**src/rtl/cu_defs.svh**
```systemverilog
`ifndef CU_DEFS_SVH
`define CU_DEFS_SVH

// Datapath and instruction field widths
`define CU_WORD_W      32
`define CU_REG_ADDR_W  5
`define CU_OP3_W       6

`define CU_ZERO_REG    5'd0
`define CU_LINK_REG    5'd15   // Return address of CALL

`define CU_ALU_ADD        6'b000000
`define CU_RAM_LOAD_WORD  6'b000000   // Instruction fetch
`define CU_OP3_JMPL       6'b111000
`define CU_OP2_SETHI      3'b100

// ALU operand A sources
`define CU_ALUA_REGA   2'b00
`define CU_ALUA_PC     2'b01
`define CU_ALUA_NPC    2'b10

// ALU operand B sources
`define CU_ALUB_REGB   3'b000
`define CU_ALUB_EXT    3'b001
`define CU_ALUB_MDR    3'b010
`define CU_ALUB_PC     3'b011
`define CU_ALUB_FOUR   3'b110

// Immediate extender modes
`define CU_EXT_SIMM13  3'b000
`define CU_EXT_DISP30  3'b011   // Word displacement shifted by two
`define CU_EXT_IMM22   3'b100
`define CU_EXT_DISP22  3'b101

`define CU_PCIN_NPC    2'b00
`define CU_MDR_ALU     1'b0
`define CU_MDR_RAM     1'b1

`endif
```
**src/rtl/cuPkg.sv**
```systemverilog
`include "cu_defs.svh"

package cuPkg;

	typedef logic [`CU_WORD_W-1:0]     word_t;
	typedef logic [`CU_REG_ADDR_W-1:0] regAddr_t;
	typedef logic [`CU_OP3_W-1:0]      op3_t;
	typedef logic [1:0]                aluASel_t;
	typedef logic [2:0]                aluBSel_t;
	typedef logic [2:0]                extSel_t;
	typedef logic [1:0]                pcInSel_t;

	typedef enum logic [2:0] {
		Sethi, Branch, Call, Jmpl, Arith, Load, Store, Nop
	} instClass_t;

	// Decoded instruction word
	typedef struct packed {
		regAddr_t rd;
		regAddr_t rs1;
		regAddr_t rs2;
		op3_t     op3;
		logic     immediate;
		logic     annul;   // Shares bit 29 with rd
		logic     ccWrite;
	} instFields_t;

	typedef enum logic [5:0] {
		Init, InitCalc, InitNpc,
		FetchAddr, MarLoad, RamStart, WaitMfc, IrLoad, Decode,
		PcAdvCalc, PcAdvLoad,
		SethiCalc, SethiWrite,
		BranchEval, BrTakenCalc, BrTakenLoad,
		BrAnnulCalc, BrAnnulNpc, BrAnnulPc, BrAnnulNpc2,
		BrSkipPc, BrSkipNpc,
		CallCalc, CallLoad, CallTarget, CallNpc,
		JmplLink, JmplWrite, JmplPc, JmplImm, JmplReg, JmplImmNpc, JmplRegNpc,
		ArithImm, ArithReg, ArithImmWrite, ArithRegWrite,
		LoadImm, LoadReg, LoadImmMar, LoadRegMar, LoadRam, LoadMdr, LoadWrite,
		StoreImm, StoreReg, StoreImmMar, StoreRegMar, StoreData, StoreMdr, StoreRam
	} cuState_t;

	typedef struct packed {
		logic     irEnable;
		logic     npcEnable;
		logic     pcEnable;
		logic     mdrEnable;
		logic     marEnable;
		logic     regWrite;
		logic     ramEnable;
		logic     psrEnable;
		logic     pcClear;
		logic     psrClear;
		aluASel_t aluASel;
		aluBSel_t aluBSel;
		extSel_t  extSel;
		pcInSel_t pcInSel;
		logic     mdrSel;   // RAM or ALU into MDR
		regAddr_t regC;     // Write port
		regAddr_t regA;
		regAddr_t regB;
		op3_t     aluOp;
		op3_t     ramOpcode;
	} ctrlWord_t;

endpackage

```
**src/rtl/controlUnit.sv**
```systemverilog
module controlUnit (
	input  logic             Clk,
	input  logic             RESET,
	input  cuPkg::word_t     irOut,
	input  logic             mfc,
	input  logic             cond,
	input  logic             branchAlways,
	input  logic             branchNever,
	output cuPkg::ctrlWord_t ctrl
);

	cuPkg::instFields_t fields;
	cuPkg::instClass_t  instClass;
	cuPkg::cuState_t    state;

	instrDecoder u_instrDecoder (
		.irOut     (irOut),
		.fields    (fields),
		.instClass (instClass)
	);

	controlSequencer u_controlSequencer (
		.Clk          (Clk),
		.RESET        (RESET),
		.instClass    (instClass),
		.immediate    (fields.immediate),
		.annul        (fields.annul),
		.mfc          (mfc),
		.cond         (cond),
		.branchAlways (branchAlways),
		.branchNever  (branchNever),
		.state        (state)
	);

	controlWordGen u_controlWordGen (
		.state  (state),
		.fields (fields),
		.ctrl   (ctrl)
	);

endmodule

```
**src/rtl/controlWordGen.sv**
```systemverilog
`include "cu_defs.svh"

module controlWordGen (
	input  cuPkg::cuState_t    state,
	input  cuPkg::instFields_t fields,
	output cuPkg::ctrlWord_t   ctrl
);

	always_comb
	begin
		ctrl           = '0;
		ctrl.aluOp     = `CU_ALU_ADD;
		ctrl.ramOpcode = `CU_RAM_LOAD_WORD;
		ctrl.regA      = `CU_ZERO_REG;
		ctrl.regB      = `CU_ZERO_REG;
		ctrl.regC      = `CU_ZERO_REG;

		// Routing stays stable across a setup state and its strobe state
		case (state)
			cuPkg::InitCalc, cuPkg::InitNpc:
			begin
				ctrl.aluASel = `CU_ALUA_PC;   // PC just cleared, so nPC = 4
				ctrl.aluBSel = `CU_ALUB_FOUR;
			end
			cuPkg::FetchAddr, cuPkg::MarLoad:
			begin
				ctrl.aluASel = `CU_ALUA_REGA;
				ctrl.aluBSel = `CU_ALUB_PC;
			end
			cuPkg::PcAdvCalc, cuPkg::PcAdvLoad, cuPkg::BrAnnulCalc, cuPkg::BrAnnulNpc,
			cuPkg::BrAnnulPc, cuPkg::BrAnnulNpc2, cuPkg::BrSkipPc, cuPkg::BrSkipNpc:
			begin
				ctrl.aluASel = `CU_ALUA_NPC;
				ctrl.aluBSel = `CU_ALUB_FOUR;
				ctrl.pcInSel = `CU_PCIN_NPC;
			end
			cuPkg::SethiCalc, cuPkg::SethiWrite:
			begin
				ctrl.extSel  = `CU_EXT_IMM22;
				ctrl.aluASel = `CU_ALUA_REGA;
				ctrl.aluBSel = `CU_ALUB_EXT;
				ctrl.regC    = fields.rd;
			end
			cuPkg::BrTakenCalc, cuPkg::BrTakenLoad:
			begin
				ctrl.extSel  = `CU_EXT_DISP22;   // PC-relative target
				ctrl.aluASel = `CU_ALUA_PC;
				ctrl.aluBSel = `CU_ALUB_EXT;
				ctrl.pcInSel = `CU_PCIN_NPC;
			end
			cuPkg::CallCalc, cuPkg::CallLoad:
			begin
				ctrl.regC    = `CU_LINK_REG;
				ctrl.aluASel = `CU_ALUA_REGA;
				ctrl.aluBSel = `CU_ALUB_PC;
				ctrl.pcInSel = `CU_PCIN_NPC;
			end
			cuPkg::CallTarget, cuPkg::CallNpc:
			begin
				ctrl.regA    = `CU_LINK_REG;   // Old PC now sits in r15
				ctrl.aluASel = `CU_ALUA_REGA;
				ctrl.extSel  = `CU_EXT_DISP30;
				ctrl.aluBSel = `CU_ALUB_EXT;
			end
			cuPkg::JmplLink, cuPkg::JmplWrite:
			begin
				ctrl.regC    = fields.rd;
				ctrl.aluASel = `CU_ALUA_REGA;
				ctrl.aluBSel = `CU_ALUB_PC;
			end
			cuPkg::JmplPc:
				ctrl.pcInSel = `CU_PCIN_NPC;
			cuPkg::ArithImm, cuPkg::ArithImmWrite:
			begin
				ctrl.regC    = fields.rd;
				ctrl.regA    = fields.rs1;
				ctrl.aluOp   = fields.op3;
				ctrl.extSel  = `CU_EXT_SIMM13;
				ctrl.aluBSel = `CU_ALUB_EXT;
			end
			cuPkg::ArithReg, cuPkg::ArithRegWrite:
			begin
				ctrl.regC    = fields.rd;
				ctrl.regA    = fields.rs1;
				ctrl.regB    = fields.rs2;
				ctrl.aluOp   = fields.op3;
				ctrl.aluBSel = `CU_ALUB_REGB;
			end
			// Address rs1 + simm13
			cuPkg::JmplImm, cuPkg::JmplImmNpc, cuPkg::LoadImm, cuPkg::LoadImmMar,
			cuPkg::StoreImm, cuPkg::StoreImmMar:
			begin
				ctrl.regA    = fields.rs1;
				ctrl.aluASel = `CU_ALUA_REGA;
				ctrl.extSel  = `CU_EXT_SIMM13;
				ctrl.aluBSel = `CU_ALUB_EXT;
			end
			// Address rs1 + rs2
			cuPkg::JmplReg, cuPkg::JmplRegNpc, cuPkg::LoadReg, cuPkg::LoadRegMar,
			cuPkg::StoreReg, cuPkg::StoreRegMar:
			begin
				ctrl.regA    = fields.rs1;
				ctrl.regB    = fields.rs2;
				ctrl.aluASel = `CU_ALUA_REGA;
				ctrl.aluBSel = `CU_ALUB_REGB;
			end
			cuPkg::LoadRam, cuPkg::LoadMdr:
				ctrl.mdrSel = `CU_MDR_RAM;
			cuPkg::LoadWrite:
			begin
				ctrl.regC    = fields.rd;
				ctrl.aluASel = `CU_ALUA_REGA;
				ctrl.aluBSel = `CU_ALUB_MDR;   // r0 + MDR
			end
			cuPkg::StoreData, cuPkg::StoreMdr:
			begin
				ctrl.regA    = fields.rd;   // Store data source
				ctrl.aluASel = `CU_ALUA_REGA;
				ctrl.aluBSel = `CU_ALUB_REGB;
				ctrl.mdrSel  = `CU_MDR_ALU;
			end
			default: ;
		endcase

		if (state inside {cuPkg::LoadImm, cuPkg::LoadReg, cuPkg::LoadImmMar, cuPkg::LoadRegMar,
			cuPkg::LoadRam, cuPkg::LoadMdr, cuPkg::LoadWrite, cuPkg::StoreImm, cuPkg::StoreReg,
			cuPkg::StoreImmMar, cuPkg::StoreRegMar, cuPkg::StoreData, cuPkg::StoreMdr,
			cuPkg::StoreRam})
			ctrl.ramOpcode = fields.op3;   // Size and sign of the access

		// Each strobe has one owner state
		case (state)
			cuPkg::Init:
			begin
				ctrl.pcClear  = 1'b1;
				ctrl.psrClear = 1'b1;
			end
			cuPkg::InitNpc, cuPkg::BrAnnulNpc, cuPkg::BrAnnulNpc2, cuPkg::BrSkipNpc,
			cuPkg::CallNpc, cuPkg::JmplImmNpc, cuPkg::JmplRegNpc:
				ctrl.npcEnable = 1'b1;
			cuPkg::MarLoad, cuPkg::LoadImmMar, cuPkg::LoadRegMar, cuPkg::StoreImmMar,
			cuPkg::StoreRegMar:
				ctrl.marEnable = 1'b1;
			cuPkg::RamStart, cuPkg::WaitMfc, cuPkg::LoadRam, cuPkg::StoreRam:
				ctrl.ramEnable = 1'b1;   // Held through the MFC wait
			cuPkg::IrLoad:
				ctrl.irEnable = 1'b1;
			cuPkg::PcAdvLoad, cuPkg::BrTakenLoad:
			begin
				ctrl.pcEnable  = 1'b1;
				ctrl.npcEnable = 1'b1;
			end
			cuPkg::BrAnnulPc, cuPkg::BrSkipPc, cuPkg::JmplPc:
				ctrl.pcEnable = 1'b1;
			cuPkg::CallLoad:
			begin
				ctrl.pcEnable = 1'b1;
				ctrl.regWrite = 1'b1;
			end
			cuPkg::SethiWrite, cuPkg::JmplWrite, cuPkg::LoadWrite:
				ctrl.regWrite = 1'b1;
			cuPkg::ArithImmWrite, cuPkg::ArithRegWrite:
			begin
				ctrl.regWrite  = 1'b1;
				ctrl.psrEnable = fields.ccWrite;   // Flags only for the cc forms
			end
			cuPkg::LoadMdr, cuPkg::StoreMdr:
				ctrl.mdrEnable = 1'b1;
			default: ;
		endcase
	end

endmodule

```
**src/rtl/controlSequencer.sv**
```systemverilog
module controlSequencer (
	input  logic              Clk,
	input  logic              RESET,
	input  cuPkg::instClass_t instClass,
	input  logic              immediate,
	input  logic              annul,
	input  logic              mfc,
	input  logic              cond,
	input  logic              branchAlways,
	input  logic              branchNever,
	output cuPkg::cuState_t   state
);

	cuPkg::cuState_t nextState;

	always_ff @(posedge Clk)
	begin
		if (RESET)
			state <= cuPkg::Init;
		else
			state <= nextState;
	end

	always_comb
	begin
		nextState = cuPkg::Init;
		case (state)
			cuPkg::Init:        nextState = cuPkg::InitCalc;
			cuPkg::InitCalc:    nextState = cuPkg::InitNpc;
			cuPkg::InitNpc:     nextState = cuPkg::FetchAddr;

			cuPkg::FetchAddr:   nextState = cuPkg::MarLoad;
			cuPkg::MarLoad:     nextState = cuPkg::RamStart;
			cuPkg::RamStart:    nextState = cuPkg::WaitMfc;
			cuPkg::WaitMfc:     nextState = mfc ? cuPkg::IrLoad : cuPkg::WaitMfc;
			cuPkg::IrLoad:      nextState = cuPkg::Decode;

			cuPkg::Decode:
			begin
				case (instClass)
					cuPkg::Sethi:  nextState = cuPkg::SethiCalc;
					cuPkg::Branch: nextState = cuPkg::BranchEval;
					cuPkg::Call:   nextState = cuPkg::CallCalc;
					cuPkg::Jmpl:   nextState = cuPkg::JmplLink;
					cuPkg::Arith:  nextState = immediate ? cuPkg::ArithImm : cuPkg::ArithReg;
					cuPkg::Load:   nextState = immediate ? cuPkg::LoadImm : cuPkg::LoadReg;
					cuPkg::Store:  nextState = immediate ? cuPkg::StoreImm : cuPkg::StoreReg;
					default:       nextState = cuPkg::PcAdvCalc;   // No-op
				endcase
			end

			// Shared PC/nPC advance
			cuPkg::PcAdvCalc:   nextState = cuPkg::PcAdvLoad;
			cuPkg::PcAdvLoad:   nextState = cuPkg::FetchAddr;

			cuPkg::SethiCalc:   nextState = cuPkg::SethiWrite;
			cuPkg::SethiWrite:  nextState = cuPkg::PcAdvCalc;

			cuPkg::BranchEval:
			begin
				if (cond)
				begin
					if (branchAlways)
						nextState = annul ? cuPkg::BrAnnulCalc : cuPkg::BrTakenCalc;
					else if (branchNever)
						nextState = annul ? cuPkg::BrAnnulCalc : cuPkg::PcAdvCalc;
					else
						nextState = cuPkg::BrTakenCalc;   // Delay slot always executes
				end
				else
					nextState = annul ? cuPkg::BrAnnulCalc : cuPkg::BrSkipPc;
			end
			cuPkg::BrTakenCalc: nextState = cuPkg::BrTakenLoad;
			cuPkg::BrTakenLoad: nextState = cuPkg::FetchAddr;
			// Annul skips the delay slot
			cuPkg::BrAnnulCalc: nextState = cuPkg::BrAnnulNpc;
			cuPkg::BrAnnulNpc:  nextState = cuPkg::BrAnnulPc;
			cuPkg::BrAnnulPc:   nextState = cuPkg::BrAnnulNpc2;
			cuPkg::BrAnnulNpc2: nextState = cuPkg::FetchAddr;
			cuPkg::BrSkipPc:    nextState = cuPkg::BrSkipNpc;
			cuPkg::BrSkipNpc:   nextState = cuPkg::FetchAddr;

			cuPkg::CallCalc:    nextState = cuPkg::CallLoad;
			cuPkg::CallLoad:    nextState = cuPkg::CallTarget;
			cuPkg::CallTarget:  nextState = cuPkg::CallNpc;
			cuPkg::CallNpc:     nextState = cuPkg::FetchAddr;

			cuPkg::JmplLink:    nextState = cuPkg::JmplWrite;
			cuPkg::JmplWrite:   nextState = cuPkg::JmplPc;
			cuPkg::JmplPc:      nextState = immediate ? cuPkg::JmplImm : cuPkg::JmplReg;
			cuPkg::JmplImm:     nextState = cuPkg::JmplImmNpc;
			cuPkg::JmplReg:     nextState = cuPkg::JmplRegNpc;
			cuPkg::JmplImmNpc:  nextState = cuPkg::FetchAddr;
			cuPkg::JmplRegNpc:  nextState = cuPkg::FetchAddr;

			cuPkg::ArithImm:      nextState = cuPkg::ArithImmWrite;
			cuPkg::ArithReg:      nextState = cuPkg::ArithRegWrite;
			cuPkg::ArithImmWrite: nextState = cuPkg::PcAdvCalc;
			cuPkg::ArithRegWrite: nextState = cuPkg::PcAdvCalc;

			cuPkg::LoadImm:     nextState = cuPkg::LoadImmMar;
			cuPkg::LoadReg:     nextState = cuPkg::LoadRegMar;
			cuPkg::LoadImmMar:  nextState = cuPkg::LoadRam;
			cuPkg::LoadRegMar:  nextState = cuPkg::LoadRam;
			cuPkg::LoadRam:     nextState = cuPkg::LoadMdr;
			cuPkg::LoadMdr:     nextState = cuPkg::LoadWrite;
			cuPkg::LoadWrite:   nextState = cuPkg::PcAdvCalc;

			cuPkg::StoreImm:    nextState = cuPkg::StoreImmMar;
			cuPkg::StoreReg:    nextState = cuPkg::StoreRegMar;
			cuPkg::StoreImmMar: nextState = cuPkg::StoreData;
			cuPkg::StoreRegMar: nextState = cuPkg::StoreData;
			cuPkg::StoreData:   nextState = cuPkg::StoreMdr;   // rd onto the ALU path
			cuPkg::StoreMdr:    nextState = cuPkg::StoreRam;
			cuPkg::StoreRam:    nextState = cuPkg::PcAdvCalc;

			default:            nextState = cuPkg::Init;
		endcase
	end

endmodule

```
**src/rtl/instrDecoder.sv**
```systemverilog
`include "cu_defs.svh"

module instrDecoder (
	input  cuPkg::word_t       irOut,
	output cuPkg::instFields_t fields,
	output cuPkg::instClass_t  instClass
);

	logic [1:0] op;
	logic [2:0] op2;

	assign op  = irOut[31:30];
	assign op2 = irOut[24:22];   // Format 2 only

	assign fields.rd        = irOut[29:25];
	assign fields.rs1       = irOut[18:14];
	assign fields.rs2       = irOut[4:0];
	assign fields.op3       = irOut[24:19];
	assign fields.immediate = irOut[13];
	assign fields.annul     = irOut[29];
	assign fields.ccWrite   = irOut[23];   // The cc variants of arith ops

	always_comb
	begin
		case (op)
			2'b00:
				instClass = (op2 == `CU_OP2_SETHI) ? cuPkg::Sethi : cuPkg::Branch;
			2'b01:
				instClass = cuPkg::Call;
			2'b10:
				instClass = (fields.op3 == `CU_OP3_JMPL) ? cuPkg::Jmpl : cuPkg::Arith;
			default:
			begin
				// Memory format
				case (fields.op3)
					6'b000000, 6'b000001, 6'b000010, 6'b001001, 6'b001010:
						instClass = cuPkg::Load;
					6'b000100, 6'b000101, 6'b000110:
						instClass = cuPkg::Store;
					default:
						instClass = cuPkg::Nop;   // Doubles, swap and the rest
				endcase
			end
		endcase
	end

endmodule

```
**config.mk**
```make
export PLATFORM = sky130hd
export DESIGN_NAME = controlUnit
export DESIGN_NICKNAME = d
export VERILOG_FILES = /design/src/rtl/cuPkg.sv /design/src/rtl/controlUnit.sv /design/src/rtl/controlWordGen.sv /design/src/rtl/controlSequencer.sv /design/src/rtl/instrDecoder.sv
export VERILOG_INCLUDE_DIRS = /design/src /design/src/rtl
export SDC_FILE = /design/constraint.sdc
export NUM_CORES = 1
export LEC_CHECK = 0
export ABC_AREA = 1
export BUFFER_PORTS_ARGS = -buffer_cell sky130_fd_sc_hd__buf_2
export CAP_MARGIN = 20
export CELL_PAD_IN_SITES_DETAIL_PLACEMENT = 0
export CELL_PAD_IN_SITES_GLOBAL_PLACEMENT = 2
export CORE_ASPECT_RATIO = 2
export CORE_MARGIN = 1
export CORE_UTILIZATION = 22
export DETAILED_ROUTE_END_ITERATION = 8
export PLACE_DENSITY = 0.85
export REMOVE_ABC_BUFFERS = 1
export SYNTH_ARGS = -nofsm -noshare
export SYNTH_HDL_FRONTEND = slang
export SYNTH_SLANG_ARGS = --single-unit
```
**constraint.sdc**
```tcl
create_clock -name Clk -period 5.6 [get_ports Clk]
set_input_delay 0.56 -clock Clk [delete_from_list [all_inputs] [get_ports Clk]]
set_output_delay 0.56 -clock Clk [all_outputs]
set_load 0.02 [all_outputs]
```
======== Word-level counts from Yosys, hierarchy flattened ========
Memory sizes are Yosys's and may differ from the RTL's.
Index checks and enable logic that the tools add are counted.
cells by class
  eq/ne operators ......................... 60
  reductions and logical operators ........ 31
  muxes and demuxes ....................... 35
operators by type and width
  cell                  count
  $pmux W6 S38          1
  $eq A6 B6 Y1 const B  20
  $eq A6 B5 Y1 const B  16
  $eq A6 B4 Y1 const B  8
  $pmux W6 S7           1
  $mux W6               5
  $eq A6 B3 Y1 const B  4
  $reduce_or A8 Y1      3
  $reduce_or A2 Y1      10
  $pmux W3 S3           2
  $reduce_or A6 Y1      3
  $reduce_or A9 Y1      2
  $reduce_or A16 Y1     1
  $mux W5               3
  $pmux W5 S3           1
  $reduce_bool A14 Y1   1
  $reduce_or A14 Y1     1
  $eq A3 B3 Y1 const B  4
  $eq A6 B2 Y1 const B  2
  $mux W1               12
  $pmux W3 S4           1
  $reduce_or A4 Y1      3
  $pmux W5 S2           1
  $reduce_or A10 Y1     1
  other kinds (12)      20
storage, ports and cells
  bits of input ports ..................... 38
  memory bits (read-only) ................. 32
  register bits ........................... 6
  memories ................................ 1
memories
  memory           depth  width  read ports  clocked after memory_dff  write ports  RTL line            RTL
  (no name shown)  16     2      1           0                         0            instrDecoder.sv:35  case (fields.op3)

======== Longest topological paths before layout ========
  depth after elaboration ................. 6
  depth in mapped cells ................... 18
  mapped depth without buffers ............ 18

======== Modules after synthesis ========
Synthesis repeated with hierarchy kept, for this count alone.
second synthesis, totals
  cell total of the unflattened synthesis .. 447
  area, all modules ....................... 2190.9 µm²
modules (own cells, without submodules)
  module            sequential area each (µm²)  instances  area each (µm²)  cells an instance
  controlSequencer  120.1                       1          960.9            196
  controlWordGen    0.0                         1          885.8            193
  instrDecoder      0.0                         1          344.1            58

======== Least setup slack after synthesis ========
No wires, ideal clock.
  path type ............................... input to register
  from .................................... input irOut[19]
  to ...................................... register u_controlSequencer.state[1]
  stages on the path ...................... 15
  buffers on the path ..................... 0
  arrival ................................. 2.162 ns
  setup slack ............................. 3.329 ns
  cell sequence ........................... ha_1 -> nor2_1 -> nand3_1 -> nand3_1 -> nand2_1 -> nor2_1 -> inv_1 -> ha_1 -> or2_2 -> o21ai_0 -> o21ai_0 -> nand2_1 -> nand3_1 -> nand2_1 -> inv_1
on the way
  word-level cells in the longest chain between the ends .. 6
  elaborated cells between the ends (all ways) .. 14
  those cells by class .................... eq/ne: 7; mux: 5; reduce/logical: 1; memory: 1
RTL lines
  item                                                   RTL line                                RTL
  start: declaration                                     controlUnit.sv:4                        input cuPkg::word_t irOut,
  $mem_v2 Z16 W2 / $eq A6 B6 Y1 (equally long branches)  -
  $mux W3 (on tied branches)                             instrDecoder.sv:35, instrDecoder.sv:31
  $pmux W3 S3 *                                          instrDecoder.sv:25                      case (op)
  $eq A3 B3 Y1 (tied with other cells)                   controlSequencer.sv:40                  case (instClass)
  $pmux W6 S7 *                                          controlSequencer.sv:40
  $pmux W6 S38 *                                         controlSequencer.sv:27                  case (state)
  end signal: assignment                                 controlSequencer.sv:19                  state <= cuPkg::Init;
  end signal: assignment                                 controlSequencer.sv:21                  state <= nextState;
  end: declaration                                       controlSequencer.sv:11                  output cuPkg::cuState_t state
Mark *: on every way between the ends. The rest lies on a longest branch, timed or not.
A chain may end at the register's enable or synchronous reset.

==> out/results.tsv <==
metric	value	unit
status	finished clean	
Switch Pwr	0.288	mW
max FFs per register	6	
Syn Area/Cell	4.88	µm²
worst slew pin tran	0.953	ns
worst setup path start	u_controlSequencer.state[4]$_SDFF_PP0_	
Initial DRT Pass Iterations	6	
clock group share of total power	0.212	
post-route antenna net violation count	0	
cts repair resizes	0	
Int Power	0.246	mW
Seq/Total Area, Yosys	0.0665	
reg2reg start	u_controlSequencer.state[4]$_SDFF_PP0_	
Top Ports	86	
Worst IR Drop VDD	0.0911	mV
Skew-Pair Late Insertion Delay	0.23	ns
Final Critical Period	2.88	ns
DRC viols	0	
Worst Path Required	5.04	ns
GR Util All Layers	0.191	
maxcap violations	0	
Slowest-stage cell, CP	nor2_1	
Port Buffer Count	75	
initial antenna violation count	0	
Yosys warning total	0	
Static Leak	1.63	nW
n_diodes	0	
Root Driver	clkbuf_16	
first-pass GRT wire length	12500	µm
Starting DRT DRC Count	134	
Die Y	130	µm
Area Overhead vs Synth	29.2	%
Seq cells post-synth	6	
grt total ovfl	0	
maximum fanout along the worst path	11	
Synth Instances	370	
final net count	488	
placed insts	535	
critical path class	register to output pin	
Critical Path Max Stage Delay	0.75	ns
RSZ-0062 raised after global routing	no	
grt met1 use	0.181	
share of cells above drive strength 1	0.219	
Max Clock Freq	0.348	GHz
met3 usage	0.0114	
Sw Share	0.540	
final hold violations	0	
Final period util	0.514	
vias in the first global route	2550	
Post-CTS Setup Repair Bufs	0	
Vias	2657	
Post-CTS Hold Buffers	0	
worst hold slack	0.524	ns
total die area	8600	µm²
TritonCTS buffer count	3	
Startpoint Class	register	
clock skew	0.000721	ns
crit end category	output pin	
most common cell after layout, fill and taps aside	nand2_1	
met2 Use GR	0.379	
Setup TNS	0	ns
most frequent cells in the layout	nand2_1 (105), nor2_1 (77), buf_2 (75)	
Reg power frac	0.133	
Setup-failing EPs final	0	
Max Slew Vio Count	0	
final non-filler cell total	538	
GPL Wtd Cong	0.991	
Avg WL per Cell	15.1	µm
Power Density	229	nW/µm²
max_slew headroom	0.363	
Top Registers	u_controlSequencer.state: 6 flops	
number of library cell types mapped by synthesis	33	
Gate power share	0.655	
Hold Crit Start	RESET	
core footprint	7940	µm²
vias per inst	4.94	
Rows	46	
r2r setup slk	3.45	ns
worst-path cell chain	nor2_1, nand3_1, nand2_1, or3_1, nand3b_1, buf_2	
cell area after synthesis	1810	µm²
final wirelength	8150	µm
total power	0.533	mW
Biggest register	u_controlSequencer.state	
# clock sinks	6	
Initial Util	0.227	
area leader, netlist	nand2_1	
DP HPWL	6970	µm
Clock transition at path regs	0.03	ns
min-delay worst type	input pin to register	
post-layout util	0.294	
dominant cells by area after synthesis	nand2_1 (22%), nor2_1 (16%), nand3_1 (14%)	
Synth top area share	0.218	
data arrival time of the critical path	2.32	ns
CTS tree	done	
largest net degree at the start of global routing	19	
H-tree Lvls	1	
Die W	66.1	µm
CTS Buffer Depth	2	
GRT Max-Usage Layer	met2	
[power groups by stage]
stage	clock (mW)	sequential, mW	combinational, mW
final	0.113	0.0708	0.349
after global routing	0.119	0.0723	0.378
after CTS	0.114	0.0693	0.345
after detailed placement	0	0.0700	0.344
after global placement	0	0.0698	0.346
after floorplan	0	0.0647	0.226
[worst max-delay path, delay by kind of cell (launching register included)]
family	cells	cell delay, ns
simple gates	5	1.56
buf+inv	1	0.17
flops	1	0.35
[cell type report]
class,instances,area (µm²)
Tap cell,96,120
Timing Repair Buffer,75,375
Fill cell,911,5610
Multi-Input combinational cell,304,1440
Inverter,54,203
Sequential cell,6,120
Clock buffer,3,75.1
[cells in the mapped netlist (all sizes together)]
library cell	n
a21oi	9
a311oi	1
and2	1
buf	6
clkbuf	1
conb	1
dfxtp	6
ha	6
inv	54
nand2	106
nand3	50
nand3b	5
nand4	8
nor2	82
nor3	13
nor4	2
o2111ai	2
o211ai	1
o21a	1
o21ai	13
or2	1
or3	1
[cell families after synthesis]
group | Yosys count | synth area share
AOI/OAI and AO/OA | 27 | 0.0838
and+or+nand+nor | 269 | 0.668
buffers and inverters | 61 | 0.139
other | 1 | 0.00208
DFF | 6 | 0.0665
adders and majority gates | 6 | 0.0416
[path summary, 6_finish.rpt]
| kind | end | cells after the start |
|---|---|---|
| min reg2reg | u_controlSequencer.state[0]$_SDFF_PP0_ | 9 |
| max | ctrl[34] | 6 |
| max reg2reg | u_controlSequencer.state[1]$_SDFF_PP0_ | 9 |
| min | u_controlSequencer.state[2]$_SDFF_PP0_ | 2 |
[metrics by stage]
stage / setup WS, ns / area, µm²
after CTS: 2.81 / 2330
after global routing: 2.59 / 2330
final: 2.72 / 2330
after global placement: 3.03 / 2260
after floorplan: 3.33 / 1760
after detailed placement: 3.02 / 2260
[layer usage]
metal,vias up,share of wire
li1,1332,-
met1,1146,0.32
met2,139,0.57
met3,40,0.046
met4,0,0.060
met5,-,0
Note: power is estimated with default switching activity, not from simulation.
